==> src/rtl/video_pkg.sv <==
`default_nettype none

package video_pkg;

    localparam int X_BITS = 11; // Covers 1280 active pixels.
    localparam int Y_BITS = 10; // Covers 720 active lines.

    // Camera pixel, blue on top and red on the bottom as the sensor packs it.
    typedef struct packed {
        logic [4:0] b;
        logic [5:0] g;
        logic [4:0] r;
    } rgb565_t;

    typedef struct packed {
        logic              hsync;
        logic              vsync;
        logic              de;
        logic [X_BITS-1:0] x;
        logic [Y_BITS-1:0] y;
    } video_timing_t;

    typedef struct packed {
        logic              hsync;
        logic              vsync;
        logic              de;
        logic [7:0]        r;
        logic [7:0]        g;
        logic [7:0]        b;
        logic [X_BITS-1:0] x;
        logic [Y_BITS-1:0] y;
    } video_out_t;

endpackage : video_pkg

`default_nettype wire

==> src/rtl/rgb_output_pack.sv <==
`timescale 1ns/1ps
`default_nettype none

module rgb_output_pack
    import video_pkg::*;
(
    input  wire logic          disp_clk,
    input  wire logic          rstn,
    input  wire video_timing_t i_timing,
    input  wire rgb565_t       i_pixel,
    output video_out_t         o_pack
);

    video_out_t pack_d;

    always_comb begin
        pack_d       = '0;
        pack_d.hsync = i_timing.hsync;
        pack_d.vsync = i_timing.vsync;
        pack_d.de    = i_timing.de;
        pack_d.x     = i_timing.x;
        pack_d.y     = i_timing.y;
        // The pixel register holds stale data in blanking, so colour is masked by de.
        if (i_timing.de) begin
            pack_d.r = {i_pixel.r, 3'b000};
            pack_d.g = {i_pixel.g, 2'b00};
            pack_d.b = {i_pixel.b, 3'b000};
        end
    end

    always_ff @(posedge disp_clk or negedge rstn) begin
        if (!rstn) begin
            o_pack <= '0;
        end else begin
            o_pack <= pack_d; // Sync, colour and coordinates leave in the same cycle.
        end
    end

endmodule : rgb_output_pack

`default_nettype wire

==> config.mk <==
export PLATFORM = sky130hd
export DESIGN_NAME = rgb_output_pack
export DESIGN_NICKNAME = d
export VERILOG_FILES = /design/src/rtl/video_pkg.sv /design/src/rtl/rgb_output_pack.sv
export SDC_FILE = /design/constraint.sdc
export NUM_CORES = 1
export LEC_CHECK = 0
export BUFFER_PORTS_ARGS = -buffer_cell sky130_fd_sc_hd__clkbuf_2
export CAP_MARGIN = 40
export CORE_UTILIZATION = 35
export DETAILED_ROUTE_END_ITERATION = 16
export HOLD_SLACK_MARGIN = 0.06
export MAX_ROUTING_LAYER = met4
export PLACE_DENSITY = 0.75
export SLEW_MARGIN = 10
export SYNTH_ARGS = -nofsm -noshare
export SYNTH_HDL_FRONTEND = slang
export SYNTH_SLANG_ARGS = --single-unit
==> constraint.sdc <==
create_clock -name disp_clk -period 0.8 [get_ports disp_clk]
set_input_delay 0 -clock disp_clk [delete_from_list [all_inputs] [get_ports disp_clk]]
set_output_delay 0 -clock disp_clk [all_outputs]
set_load 0.005 [all_outputs]
Word level (Yosys, flattened, before mapping) --
Index checks and enable logic that the tools add are counted.
Cells by class: multiplexer cells 1
Operators by type and width (count):
- $mux 24 | 1
Word-level totals: output and inout port bits 48, bits in registers 48, input port bits 42

Depth between registers and ports, before layout --
Gate-level depths: netlist (run 1).
depth in word-level cells 1, gate-level depth with buffers 2

Least setup slack after synthesis (run 1) --
No wires, ideal clock.
path kind input-to-reg, start point in i_timing[21] (netlist bit), end point reg o_pack[26] (netlist bit), buffers on the path 1, setup slack 0.427 ns, stages on the path 2, arrival time 0.253 ns, path through buf_6 and2_2
RTL lines:
- start, declared | RTL line rgb_output_pack.sv:9 | input wire video_timing_t i_timing,
- end signal, assigned | RTL line rgb_output_pack.sv:35 | o_pack <= pack_d;
- end, declared | RTL line rgb_output_pack.sv:11 | output video_out_t o_pack

Worst setup path in the final report (run 1) --
start point reg o_pack[4] (netlist bit), end point out o_pack[4] (netlist bit)
No word-level cell between the ends.

==> out/metrics.cfg, run 1 <==
[final_layout]
fin_util_pct=67.7
drive_gt1_share_pct=52.3
largestRegisters=o_pack (40)
syn_to_final_growth_pct=77.7
num_antenna_cells=0
largest_register=o_pack
largest_reg_flops=40
nets=236

[detailed_routing]
vias=969
dr.pass1.iters=2
drc_errors=0
wirelength_um=3080
postRouteAntennaNets=0
drtIter0Drc=25
viasPerCell=4.05
avgRoutedWirePerCell_um=12.9

[synth]
syn_area_sq_mm=0.00119
synthAdderAreaFrac_pct=0
postSynthAreaPerCell_sq_um=18.0
synth_cell_types=6
synth_compound_area_share_pct=0
synth_top_family_by_area=simple AND/OR/NAND/NOR gates
synth_simple_gate_area_share_pct=9.66
synth_seq_cells=40
synth.area.mux_share_pct=0
synth_xor_area_share_pct=0
yosys_warnings=0
ys_seq_area_share_pct=84.0
syn_inst=66

[critical_path]
crit_family=flip-flops
worstSetupStartpointType=flip-flop
crit_buf_inv=1
required_ns=0.80
crit_fanout=1
slowest_delay_ns=0.40
crit_type=reg -> out
worstPathCellList=clkbuf_2
cp.arrival_ns=0.85
slowest_stage=dfrtp_1
end_kind=output pin

[clocking]
cts_buffer_depth=2
path_clk_slew_ns=0.12
cts_made_buffers=5
cts_tree=done
ctsResizeCount=0
clock-sinks=40
htreeDepth=2
clockRootBuffer=clkbuf_4

[sta]
period_needed_ns=0.854
report.final.setup_viol=40
finalWorstSetupSlack_ns=-0.0540
rsz0062_at_grt=true
whs_ns=0.170
fmax_mhz=1170
finalHoldViolations=0
slew_viol_final=0
finalCritPeriodShare_pct=107
setup_tns_ns=-0.998

[global_route]
grt_max_degree=41
antenna_found_initial=0
grt_pass1_wl_um=4530
overflow=0
track_usage_pct=19.1
grt_pass1_vias=989

[floorplanning]
rows=20
initial_utilization_pct=38.1
die_h_um=60.3
dieArea_sq_mm=0.00364
core-area_sq_mm=0.00313
ioPinCount=90
fp.dieW_um=60.3

[pwr]
power_density_mw_per_mm2=1850
peakVddDrop_uv=726
finalPower_mw=3.92
leakagePower_nw=1.13

[worst_hold_path]
min_path_type=in -> async

[placed_design]
gp_congestion=0.586
dp_hpwl_um=1750
port_buffers=81

[outcome]
violations=setup timing
outcome=complete, but fails checks

[flow_run]
drv_cap=0

-- tightest hold or removal path, delay by kind of cell --
family	cells	cell delay, ns
buffers and inverters	3	0.88
-- cell families (layout without fill, tap and decap cells) --
logic type | after synthesis | count (layout)
buffers and inverters | 9 | 131
flip-flops | 40 | 40
other | 1 | 8
AND/OR/NAND/NOR | 16 | 16
-- what timing repair did --
action / in CTS / in global routing
setup buffers: 0 / 0
hold buffers: 41 / 0
endpoints found under the setup margin: 40 / 40
hold endpoints to repair: 80 / 0
gates cloned: 0 / 0
-- cells in the mapped netlist --
cell type,instances,area share [%]
dfrtp_1,40,84
buf_6,1,0.95
conb_1,1,0.31
and2_2,12,7.6
and2_1,4,2.1
buf_4,8,5.0
-- where the power goes --
group          switching (mW)  internal (mW)
Combinational           0.178          0.302
Sequential             0.0323           2.12
Clock                   0.639          0.652
Total                   0.849           3.08
-- path summary, 6_finish.rpt --
kind	cells after the start	startpoint	to	slack (ns)
hold / removal	3	rstn	o_pack[41]	0.17
max in group asynchronous	3	rstn	o_pack[15]	0.45
min in group disp_clk	2	i_timing[16]	o_pack[16]	0.30
setup / recovery	1	o_pack[4]	o_pack[4]	-0.05
-- cell type report --
class	count	area (sq um)
tap	44	55.1
clock inverter	3	42.5
multi-input combinational	24	145
sequential	40	1000
timing repair buffer	123	836
clock buffer	5	37.5
fill	221	1010
-- cell usage in the layout, fill, tap and decap left out --
| cell | Yosys | routed |
|---|---|---|
| clkbuf_4 | 0 | 5 |
| and2_1 | 4 | 4 |
| clkinv_2 | 0 | 1 |
| dfrtp_1 | 40 | 40 |
| clkinvlp_4 | 0 | 1 |
| dlygate4sd3_1 | 0 | 41 |
| clkbuf_2 | 0 | 81 |
| conb_1 | 1 | 8 |
| buf_12 | 0 | 1 |
| and2_2 | 12 | 12 |
| bufinv_16 | 0 | 1 |
-- metal layers --
metal / wire length, um / part of all wire (%) / track usage, %
met1: 1050 / 34 / 16.8
met2: 1610 / 52 / 33.9
met3: 353 / 11 / 7.68
met4: 70 / 2.3 / 10.6
met5: 0 / 0 / -
-- per-stage QoR --
stage / setup WS (ns) / std cells / area, sq um
2_1_floorplan: 0.427 / 73 / 1220
3_3_place_gp: 0.259 / 190 / 1630
3_5_place_dp: 0.231 / 190 / 1630
4_1_cts: -0.0596 / 239 / 2120
5_1_grt: -0.0981 / 239 / 2120
6_report: -0.0540 / 239 / 2120
Power figures use the tool's default switching activity.
==> inputs of run 2 (changes only) <==
--- a/config.mk
+++ b/config.mk
@@ -7,11 +7,12 @@
 export LEC_CHECK = 0
 export BUFFER_PORTS_ARGS = -buffer_cell sky130_fd_sc_hd__clkbuf_2
 export CAP_MARGIN = 40
-export CORE_UTILIZATION = 35
+export CORE_UTILIZATION = 41
 export DETAILED_ROUTE_END_ITERATION = 16
 export HOLD_SLACK_MARGIN = 0.06
 export MAX_ROUTING_LAYER = met4
-export PLACE_DENSITY = 0.75
+export PLACE_DENSITY = 0.83
+export SKIP_LAST_GASP = 1
 export SLEW_MARGIN = 10
 export SYNTH_ARGS = -nofsm -noshare
 export SYNTH_HDL_FRONTEND = slang
==> constraint.sdc (replaced) <==
create_clock -name disp_clk -period 1.05 [get_ports disp_clk]
set_input_delay 0 -clock disp_clk [delete_from_list [all_inputs] [get_ports disp_clk]]
set_output_delay 0 -clock disp_clk [all_outputs]
set_load 0.005 [all_outputs]
==> run 2 against run 1 <==
Effect of this change:
- the run now ends clean
- combinational power down 23%
- setup slack better by 0.22 ns
- count of clock-buffer cells in the layout unchanged
- largest cell class unchanged
- highest routed layer unchanged
==> out/metrics.cfg, run 2 (same netlist as run 1, synthesis figures left out) <==
[outcome]
outcome=finished, final reports clean

[critical_path]
slowest_delay_ns=0.41
crit_start=o_pack[5]
crit_fanout=1
end_kind=output pin
worstPathCellList=clkbuf_2
required_ns=1.05
worstSetupStartpointType=flip-flop
crit_family=flip-flops
slowest_stage=dfrtp_1
cp.arrival_ns=0.88
crit_buf_inv=1
crit_type=reg -> out

[sta]
finalCritPeriodShare_pct=83.8
report.final.setup_viol=0
period_needed_ns=0.880
fmax_mhz=1140
setup_tns_ns=0
finalHoldViolations=0
rsz0062_at_grt=false
whs_ns=0.152
slew_viol_final=0

[detailed_routing]
vias=966
drtIter0Drc=22
postRouteAntennaNets=0
dr.pass1.iters=4
viasPerCell=4.27
wirelength_um=3320
drc_errors=0
avgRoutedWirePerCell_um=14.7

[clocking]
clock-sinks=40
htreeDepth=2
cts_made_buffers=5
cts_buffer_depth=2
clockRootBuffer=clkbuf_4
path_clk_slew_ns=0.12
cts_setup_buffers=0
cts_tree=done

[global_route]
grt_use_met1_pct=26.8
globalRouteMet2Util_pct=41.7
antenna_found_initial=0
grt_use_met3_pct=6.51
overflow=0
track_usage_pct=24.2
busiest_layer=met2
grt_pass1_vias=1014
grt_pass1_wl_um=5210
grt_max_degree=41

[floorplanning]
ioPinCount=90
dieArea_sq_mm=0.00312
rows=19
fp.dieW_um=55.9
die_h_um=55.9
core-area_sq_mm=0.00276
initial_utilization_pct=43.2

[final_layout]
fill_cells=178
largestRegisters=o_pack (40)
nets=236
drive_gt1_share_pct=52.3
syn_to_final_growth_pct=74.4
num_antenna_cells=0
layout_commonest_cell=clkbuf_2
largest_reg_flops=40
largest_register=o_pack
mostFrequentLayoutCells=81 x clkbuf_2, 41 x dlygate4sd3_1, 40 x dfrtp_1

[pwr]
finalPower_mw=2.77
leakagePower_nw=1.12
power_density_mw_per_mm2=1330
peakVddDrop_uv=1470

[worst_hold_path]
min_path_type=in -> async

[placed_design]
gp_congestion=0.644
port_buffers=81
dp_hpwl_um=1670

[flow_run]
drv_cap=0

==> run 2: changes by cell type in the layout (fill, tap and decap cells not counted), sizes merged <==
cell and change:
clkinv +2, bufinv -1, clkinvlp -1
==> run 2: final cells by class <==
cell class	count	area [sq um]	area share [%]
Clock buffer	5	37.5	1.81
Timing Repair Buffer	123	836	40.2
Multi-Input combinational cell	24	145	6.99
Clock inverter	3	18.8	0.904
Tap cell	31	38.8	1.87
Sequential cell	40	1000	48.2
==> run 2: timing repair <==
action,4_1_cts,5_1_grt
resized for setup,0,0
hold buffers,41,0
endpoints found under the hold margin,80,0
==> run 2: worst paths after layout <==
check                             end  cells past startpoint  slack, ns
max in group asynchronous  o_pack[47]                      3       0.70
worst min-delay path       o_pack[16]                      3       0.15
min in group disp_clk      o_pack[11]                      2       0.30
worst max-delay path        o_pack[5]                      1       0.17
==> run 2: per-layer routing <==
metal | wire (um) | vias to the layer above
met3 | 258 | 7
met5 | 0 | -
met2 | 1710 | 65
met1 | 1300 | 457
met4 | 52 | 0
li1 | - | 437
==> run 2: power by group <==
group / total, mW / internal, mW / switching [mW]
registers: 1.64 / 1.62 / 0.0268
clock network: 0.753 / 0.257 / 0.495
logic: 0.370 / 0.230 / 0.140
total: 2.77 / 2.10 / 0.662
==> run 2: per-stage QoR <==
step	instances	setup slack [ns]	area [sq um]	utilization, %
after detailed placement	177	0.505	1610	58.4
after CTS	226	0.183	2080	75.3
after global routing	226	0.122	2080	75.3
final	226	0.170	2080	75.3
after global placement	177	0.533	1610	58.4
after floorplan	73	0.677	1220	-
