**config.mk**
```make
export PLATFORM = sky130hd
export DESIGN_NAME = video_timing_gen
export DESIGN_NICKNAME = d
export VERILOG_FILES = /design/src/rtl/video_pkg.sv /design/src/rtl/video_timing_gen.sv
export SDC_FILE = /design/constraint.sdc
export NUM_CORES = 1
export LEC_CHECK = 0
export BUFFER_PORTS_ARGS = -buffer_cell sky130_fd_sc_hd__buf_2
export CAP_MARGIN = 25
export CORE_ASPECT_RATIO = 1.25
export CORE_MARGIN = 2
export CORE_UTILIZATION = 58
export DETAILED_ROUTE_END_ITERATION = 7
export GPL_TIMING_DRIVEN = 0
export PLACE_DENSITY_LB_ADDON = 0.08
export SLEW_MARGIN = 20
export SYNTH_ARGS = -nofsm -noshare
export SYNTH_HDL_FRONTEND = slang
export SYNTH_SLANG_ARGS = --single-unit
```
**constraint.sdc**
```tcl
create_clock -name disp_clk -period 2.4 [get_ports disp_clk]
set_input_delay 0 -clock disp_clk [delete_from_list [all_inputs] [get_ports disp_clk]]
set_output_delay 0 -clock disp_clk [all_outputs]
set_load 0.02 [all_outputs]
```
**src/rtl/video_pkg.sv**
```systemverilog
`default_nettype none

package video_pkg;

    localparam int X_BITS = 11; // Covers 1280 active pixels.
    localparam int Y_BITS = 10; // Covers 720 active lines.

    // Camera pixel, blue on top and red on the bottom as the sensor packs it.
    typedef struct packed {
        logic [4:0] b;
        logic [5:0] g;
        logic [4:0] r;
    } rgb565_t;

    typedef struct packed {
        logic              hsync;
        logic              vsync;
        logic              de;
        logic [X_BITS-1:0] x;
        logic [Y_BITS-1:0] y;
    } video_timing_t;

    typedef struct packed {
        logic              hsync;
        logic              vsync;
        logic              de;
        logic [7:0]        r;
        logic [7:0]        g;
        logic [7:0]        b;
        logic [X_BITS-1:0] x;
        logic [Y_BITS-1:0] y;
    } video_out_t;

endpackage : video_pkg

`default_nettype wire

```
**src/rtl/video_timing_gen.sv**
```systemverilog
`timescale 1ns/1ps
`default_nettype none

module video_timing_gen
    import video_pkg::*;
#(
    parameter int H_SYNC = 12,
    parameter int H_BP   = 300,
    parameter int H_ACT  = 1280,
    parameter int H_FP   = 300,
    parameter int V_SYNC = 2,
    parameter int V_BP   = 9,
    parameter int V_ACT  = 720,
    parameter int V_FP   = 9
) (
    input  wire logic          disp_clk,
    input  wire logic          rstn,
    input  wire logic          i_run,
    output video_timing_t      o_timing,
    output logic               o_rd_en
);

    localparam int H_TOTAL = H_SYNC + H_BP + H_ACT + H_FP;
    localparam int V_TOTAL = V_SYNC + V_BP + V_ACT + V_FP;
    localparam int HC_BITS = $clog2(H_TOTAL);
    localparam int VC_BITS = $clog2(V_TOTAL);

    localparam logic [HC_BITS-1:0] H_SYNC_END = HC_BITS'(H_SYNC);
    localparam logic [HC_BITS-1:0] H_START    = HC_BITS'(H_SYNC + H_BP);
    localparam logic [HC_BITS-1:0] H_END      = HC_BITS'(H_SYNC + H_BP + H_ACT);
    localparam logic [HC_BITS-1:0] H_LAST     = HC_BITS'(H_TOTAL - 1);
    localparam logic [VC_BITS-1:0] V_SYNC_END = VC_BITS'(V_SYNC);
    localparam logic [VC_BITS-1:0] V_START    = VC_BITS'(V_SYNC + V_BP);
    localparam logic [VC_BITS-1:0] V_END      = VC_BITS'(V_SYNC + V_BP + V_ACT);
    localparam logic [VC_BITS-1:0] V_LAST     = VC_BITS'(V_TOTAL - 1);

    logic [HC_BITS-1:0] h_cnt;
    logic [VC_BITS-1:0] v_cnt;
    logic               h_act;
    logic               v_act;
    video_timing_t      timing_d;
    video_timing_t      timing_early;

    always_ff @(posedge disp_clk or negedge rstn) begin
        if (!rstn) begin
            h_cnt <= '0;
            v_cnt <= '0;
        end else if (!i_run) begin
            h_cnt <= '0; // Parked on the first hsync cycle of line 0.
            v_cnt <= '0;
        end else if (h_cnt == H_LAST) begin
            h_cnt <= '0;
            v_cnt <= (v_cnt == V_LAST) ? '0 : v_cnt + 1'b1;
        end else begin
            h_cnt <= h_cnt + 1'b1;
        end
    end

    assign h_act = (h_cnt >= H_START) && (h_cnt < H_END);
    assign v_act = (v_cnt >= V_START) && (v_cnt < V_END);

    always_comb begin
        timing_d       = '0;
        timing_d.hsync = (h_cnt < H_SYNC_END);
        timing_d.vsync = (v_cnt < V_SYNC_END);
        timing_d.de    = h_act && v_act;
        if (h_act && v_act) begin
            timing_d.x = X_BITS'(h_cnt - H_START);
            timing_d.y = Y_BITS'(v_cnt - V_START);
        end
    end

    // The early stage drives the FIFO read, the late stage meets the read data.
    always_ff @(posedge disp_clk or negedge rstn) begin
        if (!rstn) begin
            timing_early <= '0;
            o_timing     <= '0;
        end else begin
            timing_early <= i_run ? timing_d : '0;
            o_timing     <= timing_early;
        end
    end

    assign o_rd_en = timing_early.de;

    a_de_in_active: assert property (@(posedge disp_clk) disable iff (!rstn)
        o_timing.de |-> (o_timing.x < H_ACT) && (o_timing.y < V_ACT));

endmodule : video_timing_gen

`default_nettype wire

```
; ---- Word level (Yosys, flattened, before mapping)
; Index checks and enable logic that the tools add are counted.
[classes]
add_sub_neg = 4
n_lt_le_gt_ge = 6
eq_ne = 3
mux = 7
n_reduce_logical = 3
[ops]
columns = operator, n
row1 = $mux W10, 3
row2 = $mux W24, 1
row3 = $mux W11, 2
row4 = $mux W21, 1
row5 = $add A11 B1 Y11 const B, 1
row6 = $eq A11 B11 Y1 const B, 1
row7 = $ge A11 B9 Y1 const B, 1
row8 = $lt A11 B11 Y1 const B, 1
row9 = $lt A11 B4 Y1 const B, 1
row10 = $sub A11 B9 Y11 const B, 1
row11 = $add A10 B1 Y10 const B, 1
row12 = $eq A10 B10 Y1 const B, 1
row13 = $ge A10 B4 Y1 const B, 1
row14 = $lt A10 B10 Y1 const B, 1
row15 = $lt A10 B2 Y1 const B, 1
row16 = $sub A10 B4 Y10 const B, 1
row17 = $logic_and A1 B1 Y1, 3
row18 = $ne A2 B1 Y1 const B, 1
[totals]
register_bits = 69
inputBits = 3
out_inout_bits = 25
wordCells = 35

; ---- Logic depth before layout (Yosys ltp)
; Gate-level depths: netlist of run 1.
[logic_depth]
ltp_word = 5
depth_mapped = 6
mapped_depth_nobuf = 5

; ---- Least setup slack after synthesis of run 1
; Ideal clock, no wire load.
[synth_path]
path_kind = register to register
start = register h_cnt[3]
end = register timing_early[16] (netlist name)
setup_ns = 0.125
arrival_time_ns = 1.731
required_ns = 2.275
setup_slack_ns = 0.545
stages_incl_launch_ff = 7
n_path_buf = 1
synth_period_minus_slack_ns = 1.855
cell_sequence = dfrtp_1 ha_1 a211o_1 a211o_1 o2111ai_2 buf_2 nor3_1
[synth_between]
elab_chain_len = 5
elab_cells_between_ends = 7
classes_between = 1 x add/sub / 2 x order compare / 2 x mux / 2 x reduce/logical
[synth_lines]
columns = item, line
row1 = start: declaration, video_timing_gen.sv:37  ; logic [HC_BITS-1:0] h_cnt;
row2 = start signal: assignment, video_timing_gen.sv:55  ; h_cnt <= h_cnt + 1'b1;
row3 = $ge A11 B9 Y1 or $lt A11 B11 Y1 (tied branches), video_timing_gen.sv:59  ; assign h_act = (h_cnt >= H_START) && (h_cnt < H_END);
row4 = $logic_and A1 B1 Y1, video_timing_gen.sv:59
row5 = $logic_and A1 B1 Y1, video_timing_gen.sv:67  ; if (h_act && v_act) begin
row6 = $mux W21 (*), video_timing_gen.sv:67
row7 = $mux W24 (*), video_timing_gen.sv:79  ; timing_early <= i_run ? timing_d : '0;
row8 = end signal: assignment, video_timing_gen.sv:79
row9 = end: declaration, video_timing_gen.sv:42  ; video_timing_t timing_early;
; Mark *: on every way between the ends. The rest lies on a longest branch, timed or not.
; A chain may end at the register's enable or synchronous reset.

; ---- Worst setup path in the final report of run 1
[layout_path]
start = register h_cnt[3]
end = register timing_early[19] (netlist name)
; Same word-level chain as after synthesis.

==> metrics, run 1 <==
outcome complete, no violations; Max H-tree Level 3; routed wire length 5.10 mm; fin cells 361; nets@finish 303; fill count 366; CP max FO 10; Setup violations, final 0; initial antenna violation count 0; HP Class in -> reg; largest family of logic cells by synthesized area simple AND/OR/NAND/NOR gates; via count of the routed design 1993; # diodes 0; overall power 0.00211 W; DRC errors left 0; die width 67.8 microns; Routed WL per cell 14.1 microns; Die Y-Extent 83.7 microns; critical path class reg -> reg; maximum clock rate 484 MHz; share of the synthesized area in the top cell type 0.586; GRT met3 Usage 0.0607; Post-synth EDFFs 0; GP Congestion 0.877; met2 Track Usage GR 0.307; maximum root-to-sink buffer count 2; slew margin rel. 0.646; vias per std cell between 5 and 6; Tot GR Track Use 0.214; Seq cells post-synth 69; mean post-synth cell area approximately 12 sq um; gr ovfl total 0; Detailed Place HPWL 3.54 mm; synthesized netlist cell count 255; Max Slew Vio Count 0; post-cts repair resize count 0; Clock Sinks between 60 and 70; Area Overhead vs Synth 14.4%; Compound-Gate Fraction of Synth Area 0.107; Final min period roughly 2.1 ns; register area share after synthesis 0.586; Initial Utilization 0.593; Synth area leader dfrtp_1; mux contribution to synthesized area 0.00340; Final TNS setup 0 ns; drt pass-1 iters 4; Antenna Nets Post-Route 0; most common cell in the netlist dfrtp_1; top_reg_cell synth dfrtp_1; GRT Max-Usage Layer met2; IO Count 28; Synth Area in XOR/XNOR 0.0565; Peak supply drop 0.442 mV; RSZ-0062 raised after global routing false; CTS tree done; met1 Use GR 0.299; CP required 2.62 ns; largest net degree at the start of global routing 44; Mapped Area 2950 sq um; cts bufs inserted 9; layout cells sized above 1 0.234; top post-synthesis cells by area dfrtp_1 59%, xnor2_1 4.2%, nor3_1 3.1%; Post-Route Utilization 0.678; Netlist cell types 54; Die ar. about 5700 sq um; Async SR Flop Fraction 1.00; pwr/cell area between 600 and 700 nW/um^2; Clock Latency Late Sink between 0.3 and 0.4 ns; clk_skew 0.0103 ns; IO buf count 27; Synth Area in Simple Gates 0.180; Syn. warnings 0; first-pass GRT wire length 8.99 mm; number of global-route vias before repair approximately 1900; Final Hold Viols 0; period utilization 0.861; Syn Nets 263; adder-cell share of the synthesized area 0.0212; core region area 4970 sq um; Slew @ Worst Pin 0.525 ns; Post-Place Cells 345; startpoint types flop; max-cap violation count 0; WP data arrival between 2 and 2.5 ns; Clock Root Buffer clkbuf_8; Commonest cells post-synth 69 x dfrtp_1, 21 x nor2_1, 18 x nor3_1; row count 29; P_leak 1.69 nW; clock slew at reported path FFs approximately 0.070 ns; 1st-iter DRT viols 196; Crit. End Element flop
## area by class of cell
cell class / count / area [sq um] / share of cell area
Timing Repair Buffer: 29 / 168 / 0.0497
Multi-Input combinational cell: 163 / 1080 / 0.321
Sequential cell: 69 / 1730 / 0.512
Inverter: 5 / 18.8 / 0.00557
Clock buffer: 10 / 128 / 0.0378
Tap cell: 62 / 77.6 / 0.0230
Buffer: 18 / 118 / 0.0349
Clock inverter: 5 / 52.6 / 0.0156
## critical path: stages, from the launching register on
cell	delay, ns
dfrtp_1	0.48
ha_1	0.33
a211o_1	0.34
a211o_1	0.31
o2111ai_2	0.13
buf_2	0.28
nor3_1	0.09
## per-stage QoR
| stage | cell area [sq um] | setup WS, ns | hold slack (ns) |
|---|---|---|---|
| 6_report | 3370 | 0.333 | 0.0264 |
| 5_1_grt | 3370 | 0.167 | 0.0207 |
| 4_1_cts | 3370 | 0.328 | 0.00417 |
| 3_5_place_dp | 3180 | 0.329 | -0.0621 |
| 3_3_place_gp | 3160 | 0.341 | 0.333 |
| 2_1_floorplan | 2950 | 0.545 | -0.296 |
## final timing paths
path / slack (ns) / cells after the start / end / start
max: 0.33 / 6 / timing_early[19] / h_cnt[3]
min: 0.03 / 3 / timing_early[23] / i_run
max reg2reg: 0.33 / 6 / timing_early[19] / h_cnt[3]
min reg2reg: 0.35 / 0 / o_timing[12] / timing_early[12]
max in group asynchronous: 1.76 / 3 / o_timing[6] / rstn
min in group asynchronous: 0.11 / 2 / timing_early[19] / rstn
## state kept, by name, summed over array words and instances, names as in the netlist
| name | cells |
|---|---|
| h_cnt | 11 |
| o_rd_en | 1 |
| o_timing | 24 |
| timing_early | 23 |
| v_cnt | 10 |
## report_power, final
group / switching (W) / total (W) / internal, W / leakage (nW)
registers: 0.00000603 / 0.00118 / 0.00117 / 0.953
logic: 0.0000460 / 0.0000646 / 0.0000186 / 0.643
clock network: 0.000404 / 0.000873 / 0.000469 / 0.0919
## cells in the final DEF, fill, tap and decap left out, drive strengths merged, types with 7 or more instances in the layout
cell type / instances
a21oi: 8
nand2: 17
dfrtp: 69
and3: 7
nor3: 20
buf: 43
o21ai: 11
clkbuf: 13
nor2: 22
xnor2: 14
## repair_timing
item	in CTS	in global routing
endpoints found under the hold margin	69	0
setup buffers	0	0
hold buffers	1	0
## layer usage
| layer | vias to the layer above | share of wire |
|---|---|---|
| li1 | 970 | - |
| met1 | 948 | 0.45 |
| met2 | 63 | 0.47 |
| met3 | 12 | 0.051 |
| met4 | 0 | 0.025 |
| met5 | - | 0 |
## logic make-up (layout without fill, tap and decap cells)
| kind of cell | count (synthesis) | after routing |
|---|---|---|
| multiplexers | 1 | 1 |
| AO/OA/AOI/OAI | 42 | 42 |
| AND/OR/NAND/NOR | 96 | 96 |
| buffers and inverters | 23 | 67 |
| flip-flops | 69 | 69 |
| adder cells (fa/ha/maj) | 5 | 5 |
| XOR/XNOR | 19 | 19 |
No activity file was read; power rests on OpenSTA's default activity.
==> inputs of run 2 (changes only) <==
--- a/config.mk
+++ b/config.mk
@@ -9,7 +9,7 @@
 export CAP_MARGIN = 25
 export CORE_ASPECT_RATIO = 1.25
 export CORE_MARGIN = 2
-export CORE_UTILIZATION = 58
+export CORE_UTILIZATION = 52
 export DETAILED_ROUTE_END_ITERATION = 7
 export GPL_TIMING_DRIVEN = 0
 export PLACE_DENSITY_LB_ADDON = 0.08
==> constraint.sdc (replaced) <==
create_clock -name disp_clk -period 1.8 [get_ports disp_clk]
set_input_delay 0 -clock disp_clk [delete_from_list [all_inputs] [get_ports disp_clk]]
set_output_delay 0 -clock disp_clk [all_outputs]
set_load 0.02 [all_outputs]
==> run 2 against run 1 <==
Net effect:
- clock skew is 0.0020 ns higher
- combinational power increased by 49%
- cell count rose by 3.3%
- worst setup slack got worse by 0.28 ns
- first-iteration DRC count is 53% lower
- non-clock buffer count increased by 9
- register-to-register slack got worse by 0.28 ns
- critical path type unchanged
- highest routed layer unchanged
==> metrics, run 2 (same netlist as run 1, synthesis figures left out) <==
period utilization 0.971 (+0.109); Initial Utilization 0.541 (-0.0514); gr ovfl total 0 (unchanged); Clock Latency Late Sink 0.35 ns (+0.02 ns); CP Capture Point timing_early[16]; layout cells sized above 1 0.301 (+0.0669); GRT Max-Usage Layer met2; Setup violations, final 0 (unchanged); # diodes 0 (unchanged); CP max FO 10 (unchanged); pwr/cell area 820 nW/um^2 (+31%); commonest non-fill, non-tap cell in the layout dfrtp_1; Area Overhead vs Synth 22.5%; overall power 0.00296 W (+40%); Post-Place Cells 347 (+0.58%); die width 71.3 microns (+5.3%); routed wire length 5.50 mm (+7.9%); Max Slew Vio Count 0 (unchanged); row count 30 (+3.4%); met1 Use GR 0.252 (-0.0479); Crit. End Element flop; fin cells 373 (+3.3%); Final min period 1.75 ns (-0.320 ns); CP required 2.03 ns (-0.59 ns); Critical path origin v_cnt[5]; Tot GR Track Use 0.192 (-0.0214); Die Y-Extent 88.2 microns (+5.3%); 1st-iter DRT viols 92 (-53%); Slew @ Worst Pin 0.481 ns (-0.0439 ns); vias per std cell 5.48 (-0.79%); R2R Path End timing_early[16]; P_leak 1.76 nW (+4.5%); nets@finish 312 (+3.0%); largest register by flop count o_timing; drt pass-1 iters 4 (unchanged); largest net degree at the start of global routing 37 (-16%); Detailed Place HPWL 3.50 mm (-1.1%); RR Startpoint v_cnt[5]; Final TNS setup 0 ns (unchanged); post-place setup slack -0.178 ns (-0.507 ns); Peak supply drop 0.601 mV (+36%); Max H-tree Level 3 (unchanged); IO Count 28 (unchanged); initial antenna violation count 0 (unchanged); Clock Root Buffer clkbuf_8; Reg2Reg Setup Slack 0.05 ns (-0.28 ns); slew margin rel. 0.671 (+0.0248); max-cap violation count 0 (unchanged); Largest regs o_timing x24, timing_early x23, h_cnt x11; maximum clock rate 572 MHz (+18%); first-pass GRT wire length 9.14 mm (+1.6%); most frequent cells in the layout 66 x dfrtp_1, 33 x buf_2, 21 x nor2_1; GRT met3 Usage 0.0345 (-0.0262); via count of the routed design 2043 (+2.5%); final worst setup slack 0.0529 ns (-0.280 ns); Die ar. 6290 sq um (+11%); Post-Route Utilization 0.663 (-0.0149); Clock Sinks 69 (unchanged); cts bufs inserted 9 (unchanged); clock slew at reported path FFs 0.08 ns (about the same); GP Congestion 0.837 (-4.6%); core region area 5440 sq um (+9.5%); met2 Track Usage GR 0.295 (-0.0120); IO buf count 27 (unchanged); startpoint types flop; outcome complete, no violations; Final Hold Viols 0 (unchanged); HP Class in -> reg; WP data arrival 1.98 ns (-0.31 ns); max reg flops 24 (unchanged); clk_skew 0.0123 ns (+0.00204 ns); Routed WL per cell 14.8 microns (+4.5%); CTS tree done; maximum root-to-sink buffer count 2 (unchanged); Antenna Nets Post-Route 0 (unchanged); Reg2Reg Depth 6 (unchanged); DRC errors left 0 (unchanged); critical path class reg -> reg; number of global-route vias before repair 1866 (-2.0%)
run 2: cell count changes in the layout (fill, tap and decap cells not counted), sizes merged:
| cell | delta |
|---|---|
| buf | +9 |
| clkinvlp | +1 |
| inv | +1 |
| clkinv | -1 |
run 2: area by class of cell:
cell class	count	area, sq um
inverter	5	18.8
tap	64	80.1
sequential	69	1730
clock buffer	10	138
timing repair buffer	39	250
multi-input combinational	163	1200
fill	421	1830
clock inverter	6	71.3
buffer	17	126
run 2: worst min path at each step:
stage                             to  slack, ns  cells after the start        startpoint
floorplan                   h_cnt[0]      -0.30                      0              rstn
finish              timing_early[23]       0.04                      3             i_run
global route        timing_early[23]       0.03                      3             i_run
detailed placement      o_timing[17]      -0.03                      1              rstn
global placement        o_timing[23]       0.33                      0  timing_early[23]
CTS                 timing_early[23]       0.02                      3             i_run
run 2: layer usage:
| layer | vias to the layer above | part of all wire | routed length [microns] |
|---|---|---|---|
| met5 | - | 0 | 0 |
| met4 | 0 | 0.037 | 205 |
| met3 | 15 | 0.047 | 260 |
| met2 | 62 | 0.46 | 2530 |
| met1 | 974 | 0.45 | 2500 |
| li1 | 992 | - | - |
run 2: power breakdown:
| group | total (W) | leakage, nW | internal [W] | switching (W) |
|---|---|---|---|---|
| Clock | 0.00130 | 0.0991 | 0.000686 | 0.000611 |
| Sequential | 0.00157 | 0.948 | 0.00156 | 0.00000714 |
| Combinational | 0.0000960 | 0.715 | 0.0000304 | 0.0000656 |
run 2: repair_timing:
| item | CTS | global route |
|---|---|---|
| hold buffers | 1 | 0 |
| endpoints found under the hold margin | 69 | 0 |
| resized for setup | 17 | 12 |
| endpoints found under the setup margin | 39 | 38 |
| pin swaps | 2 | 5 |
| cloned | 2 | 0 |
| setup buffers | 2 | 6 |
run 2: metrics by stage:
step	cell area, sq um	hold WS [ns]
6_report	3610	0.0413
5_1_grt	3610	0.0318
4_1_cts	3520	0.0191
3_5_place_dp	3190	-0.0252
3_3_place_gp	3170	0.333
2_1_floorplan	2950	-0.296
run 2: critical path: stages (launching register included):
cell     delay (ns)
dfrtp_1        0.41
buf_2          0.21
nor4_4         0.32
and3_1         0.21
buf_2          0.21
buf_4          0.20
nor3_1         0.07
